### src/common/cpu_pkg.sv
package cpu_pkg;

  localparam int WORD_W = 16;
  localparam int ADDR_W = 8;
  localparam int REG_W  = 3;
  localparam int OPC_W  = 3;

  typedef logic [WORD_W-1:0] word_t;
  typedef logic [ADDR_W-1:0] addr_t;
  typedef logic [REG_W-1:0]  reg_idx_t;
  typedef logic [1:0]        alu_op_t;
  typedef logic [1:0]        shift_op_t;
  typedef logic [1:0]        reg_sel_t;
  typedef logic [1:0]        wb_sel_t;

  localparam logic [OPC_W-1:0] OPC_MOV  = 3'b110;
  localparam logic [OPC_W-1:0] OPC_ALU  = 3'b101;
  localparam logic [OPC_W-1:0] OPC_LDR  = 3'b011;
  localparam logic [OPC_W-1:0] OPC_STR  = 3'b100;
  localparam logic [OPC_W-1:0] OPC_HALT = 3'b111;

  localparam alu_op_t   ALU_ADD    = 2'b00;
  localparam alu_op_t   ALU_AND    = 2'b10;
  localparam alu_op_t   ALU_NOT    = 2'b11;
  localparam alu_op_t   OP_MOV_IMM = 2'b10; // op field of MOV Rn,#imm8

  localparam shift_op_t SH_NONE = 2'b00;
  localparam shift_op_t SH_LSL  = 2'b01;
  localparam shift_op_t SH_LSR  = 2'b10;
  localparam shift_op_t SH_ASR  = 2'b11;

  localparam reg_sel_t  REG_RM = 2'b00;
  localparam reg_sel_t  REG_RD = 2'b01;
  localparam reg_sel_t  REG_RN = 2'b10;

  localparam wb_sel_t   WB_C      = 2'b00;
  localparam wb_sel_t   WB_SXIMM8 = 2'b10;
  localparam wb_sel_t   WB_MDATA  = 2'b11;

  typedef struct packed {
    logic [OPC_W-1:0] opcode;
    alu_op_t          alu_op;
    shift_op_t        shift_op;
    word_t            sximm5;
    word_t            sximm8;
    reg_idx_t         reg_idx;
  } decoded_t;

  typedef struct packed {
    wb_sel_t wb_sel;
    logic    w_en;
    logic    en_a;
    logic    en_b;
    logic    en_c;
    logic    sel_a; // A operand forced to zero
    logic    sel_b; // B operand is sximm5
  } dp_ctrl_t;

  typedef struct packed {
    logic ram_w_en;
    logic sel_addr; // address from pc
    logic load_pc;
    logic clear_pc; // pc takes start_pc
    logic load_addr;
    logic load_ir;
  } mem_ctrl_t;

  typedef enum logic [4:0] {
    S_RESET_PC,
    S_FETCH_ADDR,
    S_FETCH_IR,
    S_DECODE,
    S_WRITE_IMM,
    S_LOAD_A,
    S_LOAD_B,
    S_ALU,
    S_WRITE_C,
    S_ADDR_CALC,
    S_LOAD_DAR,
    S_MEM_READ,
    S_WRITE_MDATA,
    S_LOAD_B_ST,
    S_PASS_B,
    S_MEM_WRITE,
    S_HALT
  } ctrl_state_t;

endpackage

### src/datapath/alu.sv
`timescale 1ns/10ps

module alu (
  input  cpu_pkg::word_t     a,
  input  cpu_pkg::word_t     b,
  input  logic               use_imm,
  input  cpu_pkg::word_t     imm,
  input  cpu_pkg::shift_op_t shift_op,
  input  cpu_pkg::alu_op_t   alu_op,
  output cpu_pkg::word_t     result
);
  import cpu_pkg::*;

  word_t b_shifted;
  word_t b_val;

  always_comb begin
    case (shift_op)
      SH_LSL:  b_shifted = {b[WORD_W-2:0], 1'b0};
      SH_LSR:  b_shifted = {1'b0, b[WORD_W-1:1]};
      SH_ASR:  b_shifted = {b[WORD_W-1], b[WORD_W-1:1]}; // keeps sign
      default: b_shifted = b;
    endcase
  end

  assign b_val = use_imm ? imm : b_shifted;

  always_comb begin
    case (alu_op)
      ALU_AND: result = a & b_val;
      ALU_NOT: result = ~b_val;
      default: result = a + b_val; // add, also for mov and addresses
    endcase
  end

endmodule

### src/datapath/datapath.sv
`timescale 1ns/10ps

module datapath (
  input  logic              clk,
  input  logic              rst_n,
  input  cpu_pkg::dp_ctrl_t dp_ctrl,
  input  cpu_pkg::decoded_t dec,
  input  cpu_pkg::word_t    mdata,
  output cpu_pkg::word_t    c_out
);
  import cpu_pkg::*;

  word_t r_data;
  word_t w_data;
  word_t reg_a;
  word_t reg_b;
  word_t reg_c;
  word_t val_a;
  word_t alu_result;

  // writeback source
  always_comb begin
    case (dp_ctrl.wb_sel)
      WB_SXIMM8: w_data = dec.sximm8;
      WB_MDATA:  w_data = mdata;
      default:   w_data = reg_c;
    endcase
  end

  regfile rf_i (
    .clk    (clk),
    .rst_n  (rst_n),
    .w_en   (dp_ctrl.w_en),
    .w_addr (dec.reg_idx),
    .w_data (w_data),
    .r_addr (dec.reg_idx),
    .r_data (r_data)
  );

  assign val_a = dp_ctrl.sel_a ? '0 : reg_a;

  alu alu_i (
    .a        (val_a),
    .b        (reg_b),
    .use_imm  (dp_ctrl.sel_b),
    .imm      (dec.sximm5),
    .shift_op (dec.shift_op),
    .alu_op   (dec.alu_op),
    .result   (alu_result)
  );

  always_ff @(posedge clk or negedge rst_n) begin
    if (!rst_n) begin
      reg_a <= '0;
      reg_b <= '0;
      reg_c <= '0;
    end else begin
      if (dp_ctrl.en_a) begin
        reg_a <= r_data;
      end
      if (dp_ctrl.en_b) begin
        reg_b <= r_data;
      end
      if (dp_ctrl.en_c) begin
        reg_c <= alu_result;
      end
    end
  end

  assign c_out = reg_c;

endmodule

### src/datapath/regfile.sv
`timescale 1ns/10ps

module regfile (
  input  logic              clk,
  input  logic              rst_n,
  input  logic              w_en,
  input  cpu_pkg::reg_idx_t w_addr,
  input  cpu_pkg::word_t    w_data,
  input  cpu_pkg::reg_idx_t r_addr,
  output cpu_pkg::word_t    r_data
);
  import cpu_pkg::*;

  word_t regs [8]; // r0..r7

  always_ff @(posedge clk or negedge rst_n) begin
    if (!rst_n) begin
      for (int i = 0; i < 8; i++) begin
        regs[i] <= '0;
      end
    end else if (w_en) begin
      regs[w_addr] <= w_data;
    end
  end

  assign r_data = regs[r_addr]; // combinational read

endmodule

### config.mk
export PLATFORM = sky130hd
export DESIGN_NAME = datapath
export DESIGN_NICKNAME = d
export VERILOG_FILES = /design/src/common/cpu_pkg.sv /design/src/datapath/alu.sv /design/src/datapath/datapath.sv /design/src/datapath/regfile.sv
export SDC_FILE = /design/constraint.sdc
export NUM_CORES = 1
export LEC_CHECK = 0
export BUFFER_PORTS_ARGS = -buffer_cell sky130_fd_sc_hd__buf_2
export CAP_MARGIN = 40
export CORE_MARGIN = 3
export CORE_UTILIZATION = 40
export DETAILED_ROUTE_END_ITERATION = 8
export GPL_TIMING_DRIVEN = 0
export MAX_ROUTING_LAYER = met4
export PLACE_DENSITY = 0.68
export RECOVER_POWER = 25
export SYNTH_ARGS = -nofsm -noshare
export SYNTH_HDL_FRONTEND = slang
export SYNTH_SLANG_ARGS = --single-unit
### constraint.sdc
create_clock -name clk -period 4.51 [get_ports clk]
set_input_delay 0.2255 -clock clk [delete_from_list [all_inputs] [get_ports clk]]
set_output_delay 0.2255 -clock clk [all_outputs]
set_load 0.02 [all_outputs]
-- After elaboration in Yosys (flattened, before gate mapping)
Cells that the tools add are included.
- memories kept: 0
- input bits: 68
- bits in registers: 176
- word-level logic and storage cells: 36
- bits in writable memories: 0
- bits in read-only memories: 0
- bits in latches: 0
- output and inout bits: 16
- order comparisons: 2
- bitwise operators: 3
- shifts and indexed selects: 0
- multipliers: 0
- mux-type cells: 11
- reduce and logical (&&, ||, !) cells: 1
- equality and inequality tests: 7
- add/subtract/negate cells: 1
- divide/modulo/power cells: 0
- operators by type and width (cell ; count):
    $bwmux W128 ; 1
    $mux W16 ; 5
    $pmux W16 S2 ; 2
    $bmux W16 S3 ; 1
    $demux W16 S3 ; 1
    $pmux W16 S3 ; 1
    $add A16 B16 Y16 ; 1
    $and A16 B16 Y16 ; 1
    $not A16 Y16 ; 1
    $eq A2 B2 Y1 const B ; 6
    $ge A4 B4 Y1 const B ; 1
    $lt A4 B1 Y1 const B ; 1
    $not A3 Y4 ; 1
    $eq A2 B1 Y1 const B ; 1
    $logic_and A1 B1 Y1 ; 1

-- Depth between registers and ports, before layout
Gate-level depths: netlist of the first run.
- depth after elaboration: 6
- gate-level depth with buffers: 14
- gate-level depth less buffers: 12

-- Cells and area by module
A second synthesis of the first run with hierarchy kept.
- cells, all modules: 741
- area total of the unflattened synthesis: 9831.9 um^2
- modules (own cells, without submodules) (module ; area each (um^2) ; sequential area each (um^2) ; cells an instance ; instances):
    regfile ; 5929.4 ; 3203.1 ; 336 ; 1
    datapath ; 2307.2 ; 1201.2 ; 172 ; 1
    alu ; 1595.3 ; 0.0 ; 233 ; 1

-- Worst setup path after synthesis of the first run
OpenSTA, ideal clock, no wires.
- path kind: input-to-reg
- start: input dec[35] in the netlist's numbering
- end: register reg_c[14], in the netlist c_out[14]
- buffers on the path: 2
- setup slack: 1849 ps
- library setup time: 126 ps
- data required time: 4384 ps
- arrival: 2535 ps
- stages: 14
- path through: buf_2 > buf_4 > nor2_1 > a22oi_1 > o21ai_0 > ha_1 > inv_1 > fa_1 > nor2b_1 > o211ai_1 > a21oi_2 > a31oi_1 > mux2i_1 > a221o_1
- word-level cells in the longest chain between the ends: 5
- elaborated cells between the ends (all ways): 9
- those cells by class: 1 x add/sub; 3 x eq/ne; 3 x mux; 2 x bitwise
- ends and longest elaborated chain (item ; line ; RTL):
    from (decl) ; datapath.sv:7 ; input cpu_pkg::decoded_t dec,
    $eq A2 B2 Y1 / $eq A2 B1 Y1 (equally long branches) ; alu.sv:18 ; case (shift_op)
    $pmux W16 S3 * ; alu.sv:18 ;
    $mux W16 * ; alu.sv:26 ; assign b_val = use_imm ? imm : b_shifted;
    $add A16 B16 Y16 (tied with other cells) ; alu.sv:32 ; default: result = a + b_val;
    $pmux W16 S2 * ; alu.sv:29 ; case (alu_op)
    to (signal assigned) ; datapath.sv:65 ; reg_c <= alu_result;
    to (decl) ; datapath.sv:17 ; word_t reg_c;
Mark *: on every way between the ends. The rest lies on a longest branch, timed or not.
A chain may end at the register's enable or synchronous reset.

-- Worst setup path after layout of the first run
- start: register reg_b[8]
- end: register reg_c[15], in the netlist c_out[15]
- word-level cells in the longest chain between the ends: 4
- ends and longest elaborated chain (item ; line ; RTL):
    from (decl) ; datapath.sv:16 ; word_t reg_b;
    from (signal assigned) ; datapath.sv:62 ; reg_b <= r_data;
    $pmux W16 S3 ; alu.sv:18 ;
    $mux W16 ; alu.sv:26 ;
    $add A16 B16 Y16 ; alu.sv:32 ;
    $pmux W16 S2 ; alu.sv:29 ;
No other way between the ends.

==> results.py, run 1 <==
metrics = {
    "clock_network": {
        "htree_levels": 4,
        "path_clk_slew_ns": 0.07,
        "holdBufCountCts": 1,
        "cts_resized": 0,
        "clock_latency_ns": 0.43,
        "tritoncts": "built",
        "cts.path.max_buffers": 2,
        "cts_setup_buffers": 0,
        "cts_made_buffers": 17,
        "cts_root_buf": "clkbuf_16",
        "cts.sinks": 176,
    },
    "placement": {
        "dp_hpwl_um": 19500,
        "portBuffers": 72,
        "place_congestion": 0.943,
    },
    "power": {
        "leakage_nw": 4.72,
        "combPwrFrac": 0.239,
        "power.internal_mw": 3.35,
        "peakVddDrop_v": 0.000206,
        "power_frac_seq": 0.448,
        "swShare": 0.319,
        "switching_power_mw": 1.57,
        "p_per_area_nw_per_um2": 471,
        "pwr-share-clk": 0.313,
    },
    "timing": {
        "finalHoldViolations": 0,
        "layout_min_cycle_time_ns": 2.88,
        "grt_setup_unrepaired": "false",
        "setup_violations": 0,
        "maxSlewViolCount": 0,
        "tightestPinTransition_ns": 0.933,
        "post-route-period-util": 0.640,
        "fmax_mhz": 347,
        "relSlewSlack": 0.371,
        "finClkSkew_ns": 0.00954,
        "fin_tns_setup_ns": 0,
    },
    "route": {
        "drt-initial-drc-count": 573,
        "routed_wirelength_um": 26400,
        "drtAntennaViolNets": 0,
        "drc": 0,
        "via_per_inst": 5.64,
        "routedWlPerCell_um": 20.0,
        "vias": 7428,
        "first_pass_iters": 6,
    },
    "setup_path": {
        "end_kind": "flop",
        "crit_required_ns": 4.87,
        "arrival_ns": 3.25,
        "criticalPathCategory": "reg2reg",
        "worstPathMaxFanout": 7,
        "cp-start-kind": "flop",
    },
    "synth": {
        "synth_top_cells_by_count": "nand2_1, dfrtp_1, o21ai_0",
        "synth_top_area_share": 0.486,
        "synth_nets": 1019,
        "ys.warnings.count": 0,
        "synth_most_common_cell": "nand2_1",
        "post_synth_inst_count": 932,
        "ys_seq_area_frac": 0.486,
        "async_reset_ff_frac": 1.00,
        "synth.avg_cell_area_um2": 9.73,
        "yosysTopAreaCell": "dfrtp_1",
        "yosys_most_used_dff": "dfrtp_1",
        "ys_top_cells_by_area": "dfrtp_1, o21ai_0, mux4_2",
        "ys_seq_elements": 176,
        "synth_cell_types": 52,
        "synth_area_um2": 9070,
        "synth_edf_count": 0,
    },
    "global_route": {
        "grt_pass1_wl_um": 41800,
        "antenna_found_initial": 0,
        "gr-usage-met3": 0.0415,
        "grt_max_degree": 103,
        "grt_pass1_vias": 7546,
        "grt.overflow.total": 0,
        "grt.total_usage": 0.229,
        "grt_use_met1": 0.288,
        "grt_use_met2": 0.372,
        "grt_busiest_layer": "met2",
    },
    "die": {
        "row_count": 54,
        "die_h_um": 157,
        "start_util": 0.412,
        "die-area_um2": 24500,
        "io_pins": 84,
        "die_w_um": 157,
        "core_um2": 22000,
    },
    "layout": {
        "final_core_util": 0.473,
        "num_antenna_cells": 0,
        "seq_area_um2": 4400,
        "finalNetCount": 1112,
        "area_growth_pct": 14.9,
        "layout-drive-gt1-share": 0.145,
        "multiInputGateArea_um2": 4370,
        "fillers": 2083,
    },
    "min_path": {
        "hold_path_class": "in2reg",
    },
    "flow_run": {
        "cap_viol_max_count": 0,
    },
    "outcome": {
        "status": "completed",
    },
}
final cells by class:
class,instances,area share
flip-flops and latches,176,0.423
multi-input cells,683,0.419
clock buffers,19,0.0435
repair buffers,74,0.0375
well taps,280,0.0336
plain buffers,64,0.0252
clock inverters,13,0.0155
inverters,9,0.00324
layer usage:
layer | wire [um] | up-vias
li1 | - | 3466
met1 | 11200 | 3670
met2 | 13100 | 241
met3 | 1390 | 51
met4 | 774 | 0
met5 | 0 | -
through the flow:
stage | instance area (um^2) | std cells | power [mW] | hold slack (ns) | setup slack [ns]
finish | 10400 | 1318 | 4.91 | 0.0998 | 1.63
global route | 10400 | 1318 | 5.20 | 0.116 | 1.42
CTS | 10400 | 1318 | 4.93 | 0.0865 | 1.65
detailed placement | 9820 | 1285 | 3.40 | 0.232 | 1.31
global placement | 9780 | 1284 | 3.35 | 0.457 | 0.385
floorplan | 9070 | 932 | 2.97 | -0.0701 | 1.85
critical path, stage by stage, from the launching register on:
cell	delay, ns
dfrtp_1	0.44
mux2i_1	0.14
o21ai_0	0.10
mux2_2	0.31
ha_1	0.39
a21oi_1	0.31
o21ai_1	0.21
a211oi_2	0.22
a22oi_1	0.12
or4b_1	0.48
nand3_1	0.09
layout by cell type (no fill, tap or decap), types with 3 or more instances in the layout:
| master | count |
|---|---|
| nor2_1 | 55 |
| a22oi_1 | 5 |
| ha_1 | 18 |
| bufinv_16 | 3 |
| nor3b_1 | 3 |
| buf_2 | 68 |
| nand2_1 | 183 |
| clkinv_2 | 3 |
| buf_1 | 4 |
| clkbuf_1 | 60 |
| a31oi_1 | 5 |
| xnor2_1 | 4 |
| clkinvlp_4 | 4 |
| mux4_2 | 32 |
| o211ai_1 | 4 |
| nand3_1 | 7 |
| nor2b_1 | 20 |
| mux2_2 | 9 |
| mux2i_1 | 53 |
| a21o_1 | 5 |
| inv_1 | 9 |
| a21oi_1 | 57 |
| nor3_1 | 3 |
| nand2b_1 | 4 |
| dfrtp_1 | 176 |
| o21a_1 | 3 |
| o22ai_1 | 3 |
| o21ai_0 | 158 |
| clkbuf_16 | 17 |
| o21ai_1 | 17 |
sequential cells by signal, summed over array words and instances (netlist names):
signal,flops
reg_a,16
reg_b,16
c_out,16
rf_i.regs,128
worst paths after layout:
check                        startpoint        endpoint  slack, ns  cells past startpoint
min                          dp_ctrl[3]        reg_b[4]        0.1                      3
max in group asynchronous         rst_n        reg_b[5]       3.29                      3
min in group asynchronous         rst_n  rf_i.regs[109]       0.34                      2
min reg2reg                rf_i.regs[6]    rf_i.regs[6]       0.48                      2
max reg2reg                    reg_b[8]       c_out[15]       1.63                     10
max                            reg_b[8]       c_out[15]       1.63                     10
power by group through the flow:
stage,logic (mW),clock network [mW],registers (mW)
floorplan,0.809,0,2.16
global placement,1.15,0,2.20
detailed placement,1.18,0,2.22
CTS,1.19,1.55,2.19
global route,1.33,1.63,2.24
finish,1.18,1.54,2.20
cells by family (layout without fill, tap and decap cells):
| family | count (synthesis) | after routing | synth area share |
|---|---|---|---|
| buffers and inverters | 73 | 179 | 0.0327 |
| AOI/OAI and AO/OA | 279 | 279 | 0.169 |
| xor gates and xnor gates | 6 | 6 | 0.00580 |
| muxes | 94 | 94 | 0.149 |
| adders and majority gates | 19 | 19 | 0.0270 |
| and+or+nand+nor | 285 | 285 | 0.131 |
| DFF | 176 | 176 | 0.486 |
Power figures use the tool's default switching activity.
==> run 2: changes to the inputs <==
Settings changed: PLACE_DENSITY 0.68 to 0.71.
Clock period 4.51 ns to 2.5 ns, I/O delays scaled along.
==> results.py, run 2 (synthesized netlist as in run 1, its figures left out) <==
metrics = {
    "setup_path": {
        "cp-start-kind": "flop",
        "crit_slowest_cell": "dfrtp_1",
        "worst_r2r_endpoint": "c_out[14]",
        "crit_required_ns": 2.80,
        "arrival_ns": 2.89,
        "criticalPathCategory": "reg2reg",
        "rrSetupSlack_ns": -0.09,
        "end_kind": "flop",
        "max_stage_delay_ns": 0.42,
        "worstPathMaxFanout": 4,
        "crit_chain": "mux2i_1, nor2_1, a21oi_1, o21ai_1, ha_1, a21oi_2, o21ai_2, a221o_1, a31oi_4, mux2i_1, a221o_1",
        "critPathLaunch": "reg_b[7]",
        "crit_end": "c_out[14]",
        "r2r-start": "reg_b[7]",
        "rr_worst_depth": 11,
    },
    "min_path": {
        "min_path_cells": 3,
        "min_from": "dp_ctrl[4]",
        "hold_path_class": "in2reg",
    },
    "die": {
        "io_pins": 84,
        "die_h_um": 157,
        "start_util": 0.412,
        "core_um2": 22000,
        "row_count": 54,
        "die-area_um2": 24500,
        "die_w_um": 157,
    },
    "timing": {
        "finClkSkew_ns": 0.0126,
        "maxSlewViolCount": 66,
        "fin_hold_ws_ns": 0.0212,
        "timing.final.ws_setup_ns": -0.0900,
        "fmax_mhz": 386,
        "relSlewSlack": -0.181,
        "grt_setup_unrepaired": "true",
        "layout_min_cycle_time_ns": 2.59,
        "tightestPinTransition_ns": 1.77,
        "setup_violations": 5,
        "post-route-period-util": 1.04,
        "finalHoldViolations": 0,
    },
    "placement": {
        "dpl_cell_area_um2": 9830,
        "placedCellCount": 1286,
        "portBuffers": 72,
        "dp_hpwl_um": 19200,
        "place_congestion": 0.924,
    },
    "clock_network": {
        "htree_levels": 4,
        "cts.sinks": 176,
        "clock_latency_ns": 0.43,
        "tritoncts": "built",
        "cts_root_buf": "clkbuf_16",
        "cts.path.max_buffers": 2,
        "cts_made_buffers": 17,
        "path_clk_slew_ns": 0.07,
    },
    "layout": {
        "layout-drive-gt1-share": 0.196,
        "largest_reg_flops": 128,
        "final_area_um2": 10900,
        "area_growth_pct": 19.7,
        "layout_commonest_cell": "nand2_1",
        "num_antenna_cells": 0,
        "finalNetCount": 1137,
        "layout_common_cells": "nand2_1, dfrtp_1, o21ai_0, buf_2, clkbuf_1",
        "final_core_util": 0.493,
        "layout.cells.non_filler": 1340,
        "top_register": "rf_i.regs",
    },
    "global_route": {
        "grt_max_degree": 112,
        "grt_use_met2": 0.370,
        "antenna_found_initial": 0,
        "grt.total_usage": 0.227,
        "gr-usage-met3": 0.0384,
        "grt_pass1_wl_um": 41700,
        "grt_pass1_vias": 7676,
        "grt_use_met1": 0.291,
        "grt.overflow.total": 0,
        "grt_busiest_layer": "met2",
    },
    "power": {
        "power_mw": 9.11,
        "pwr-share-clk": 0.302,
        "leakage_nw": 4.87,
        "power.internal_mw": 6.23,
        "p_per_area_nw_per_um2": 839,
        "swShare": 0.316,
        "combPwrFrac": 0.266,
        "switching_power_mw": 2.88,
        "peakVddDrop_v": 0.000488,
        "power_frac_seq": 0.432,
    },
    "route": {
        "via_per_inst": 5.66,
        "routedWlPerCell_um": 20.1,
        "drc": 0,
        "drt-initial-drc-count": 597,
        "first_pass_iters": 7,
        "routed_wirelength_um": 26900,
        "vias": 7586,
        "drtAntennaViolNets": 0,
    },
    "outcome": {
        "status": "finished, violations left",
        "violations": "capacitance limit, slew limit, setup timing",
    },
    "flow_run": {
        "cap_viol_max_count": 1,
    },
}
## run 2: cell types whose count changed in the layout (fill, tap and decap cells not counted), moves of 4 or more
cell	change
buf_4	+21
o21ai_0	-10
a21oi_1	-8
o21ai_2	+8
ha_1	-7
a21oi_2	+6
ha_4	+5
clkbuf_1	+4
mux2_2	-4
mux2_4	+4
## run 2: timing repair
| action | 4_1_cts | 5_1_grt |
|---|---|---|
| hold buffers | 2 | 0 |
| endpoints found under the hold margin | 66 | 0 |
| endpoints found under the setup margin | 9 | 10 |
| setup buffers | 18 | 5 |
| gates resized for setup | 47 | 15 |
| pin swaps | 24 | 16 |
## run 2: per-layer routing
| metal | up-vias | share of wire | routed length (um) |
|---|---|---|---|
| met3 | 52 | 0.051 | 1360 |
| met4 | 0 | 0.027 | 733 |
| met1 | 3798 | 0.43 | 11600 |
| li1 | 3514 | - | - |
| met2 | 222 | 0.49 | 13200 |
| met5 | - | 0 | 0 |
## run 2: per-stage QoR
stage	TNS, ns	setup slack (ns)
4_1_cts	-0.175	-0.0613
6_report	-0.276	-0.0900
3_5_place_dp	-4.13	-0.584
5_1_grt	-1.08	-0.210
3_3_place_gp	-267.27	-1.51
2_1_floorplan	0	0.0241
## run 2: worst min-delay path by stage
| stage | to | slack (ns) |
|---|---|---|
| after floorplan | c_out[0] | -0.17 |
| after global placement | reg_a[15] | 0.45 |
| after detailed placement | rf_i.regs[108] | 0.11 |
| after CTS | reg_a[15] | 0.002 |
| after global routing | reg_a[15] | 0.02 |
| final | reg_a[0] | 0.02 |
## run 2: critical path: cells and delay by family, from the launching register on
family	cells	cell delay, ns
AOI/OAI and AO/OA	7	1.35
adders and majority gates	1	0.40
DFF	1	0.42
and+or+nand+nor	1	0.06
muxes	2	0.24
## run 2: area by class of cell
type	count	area, um^2
fill	2023	11200
multi-input combinational	683	4620
sequential	176	4400
timing repair buffer	99	572
clock buffer	21	470
tap	280	350
buffer	64	269
clock inverter	8	131
inverter	9	33.8
## run 2: power by group through the flow
stage | clock (mW) | combinational (mW) | sequential (mW)
3_5_place_dp | 0 | 2.15 | 3.96
3_3_place_gp | 0 | 2.08 | 3.94
4_1_cts | 2.75 | 2.37 | 3.92
2_1_floorplan | 0 | 1.46 | 3.90
6_report | 2.75 | 2.42 | 3.93
5_1_grt | 2.87 | 2.69 | 4.00
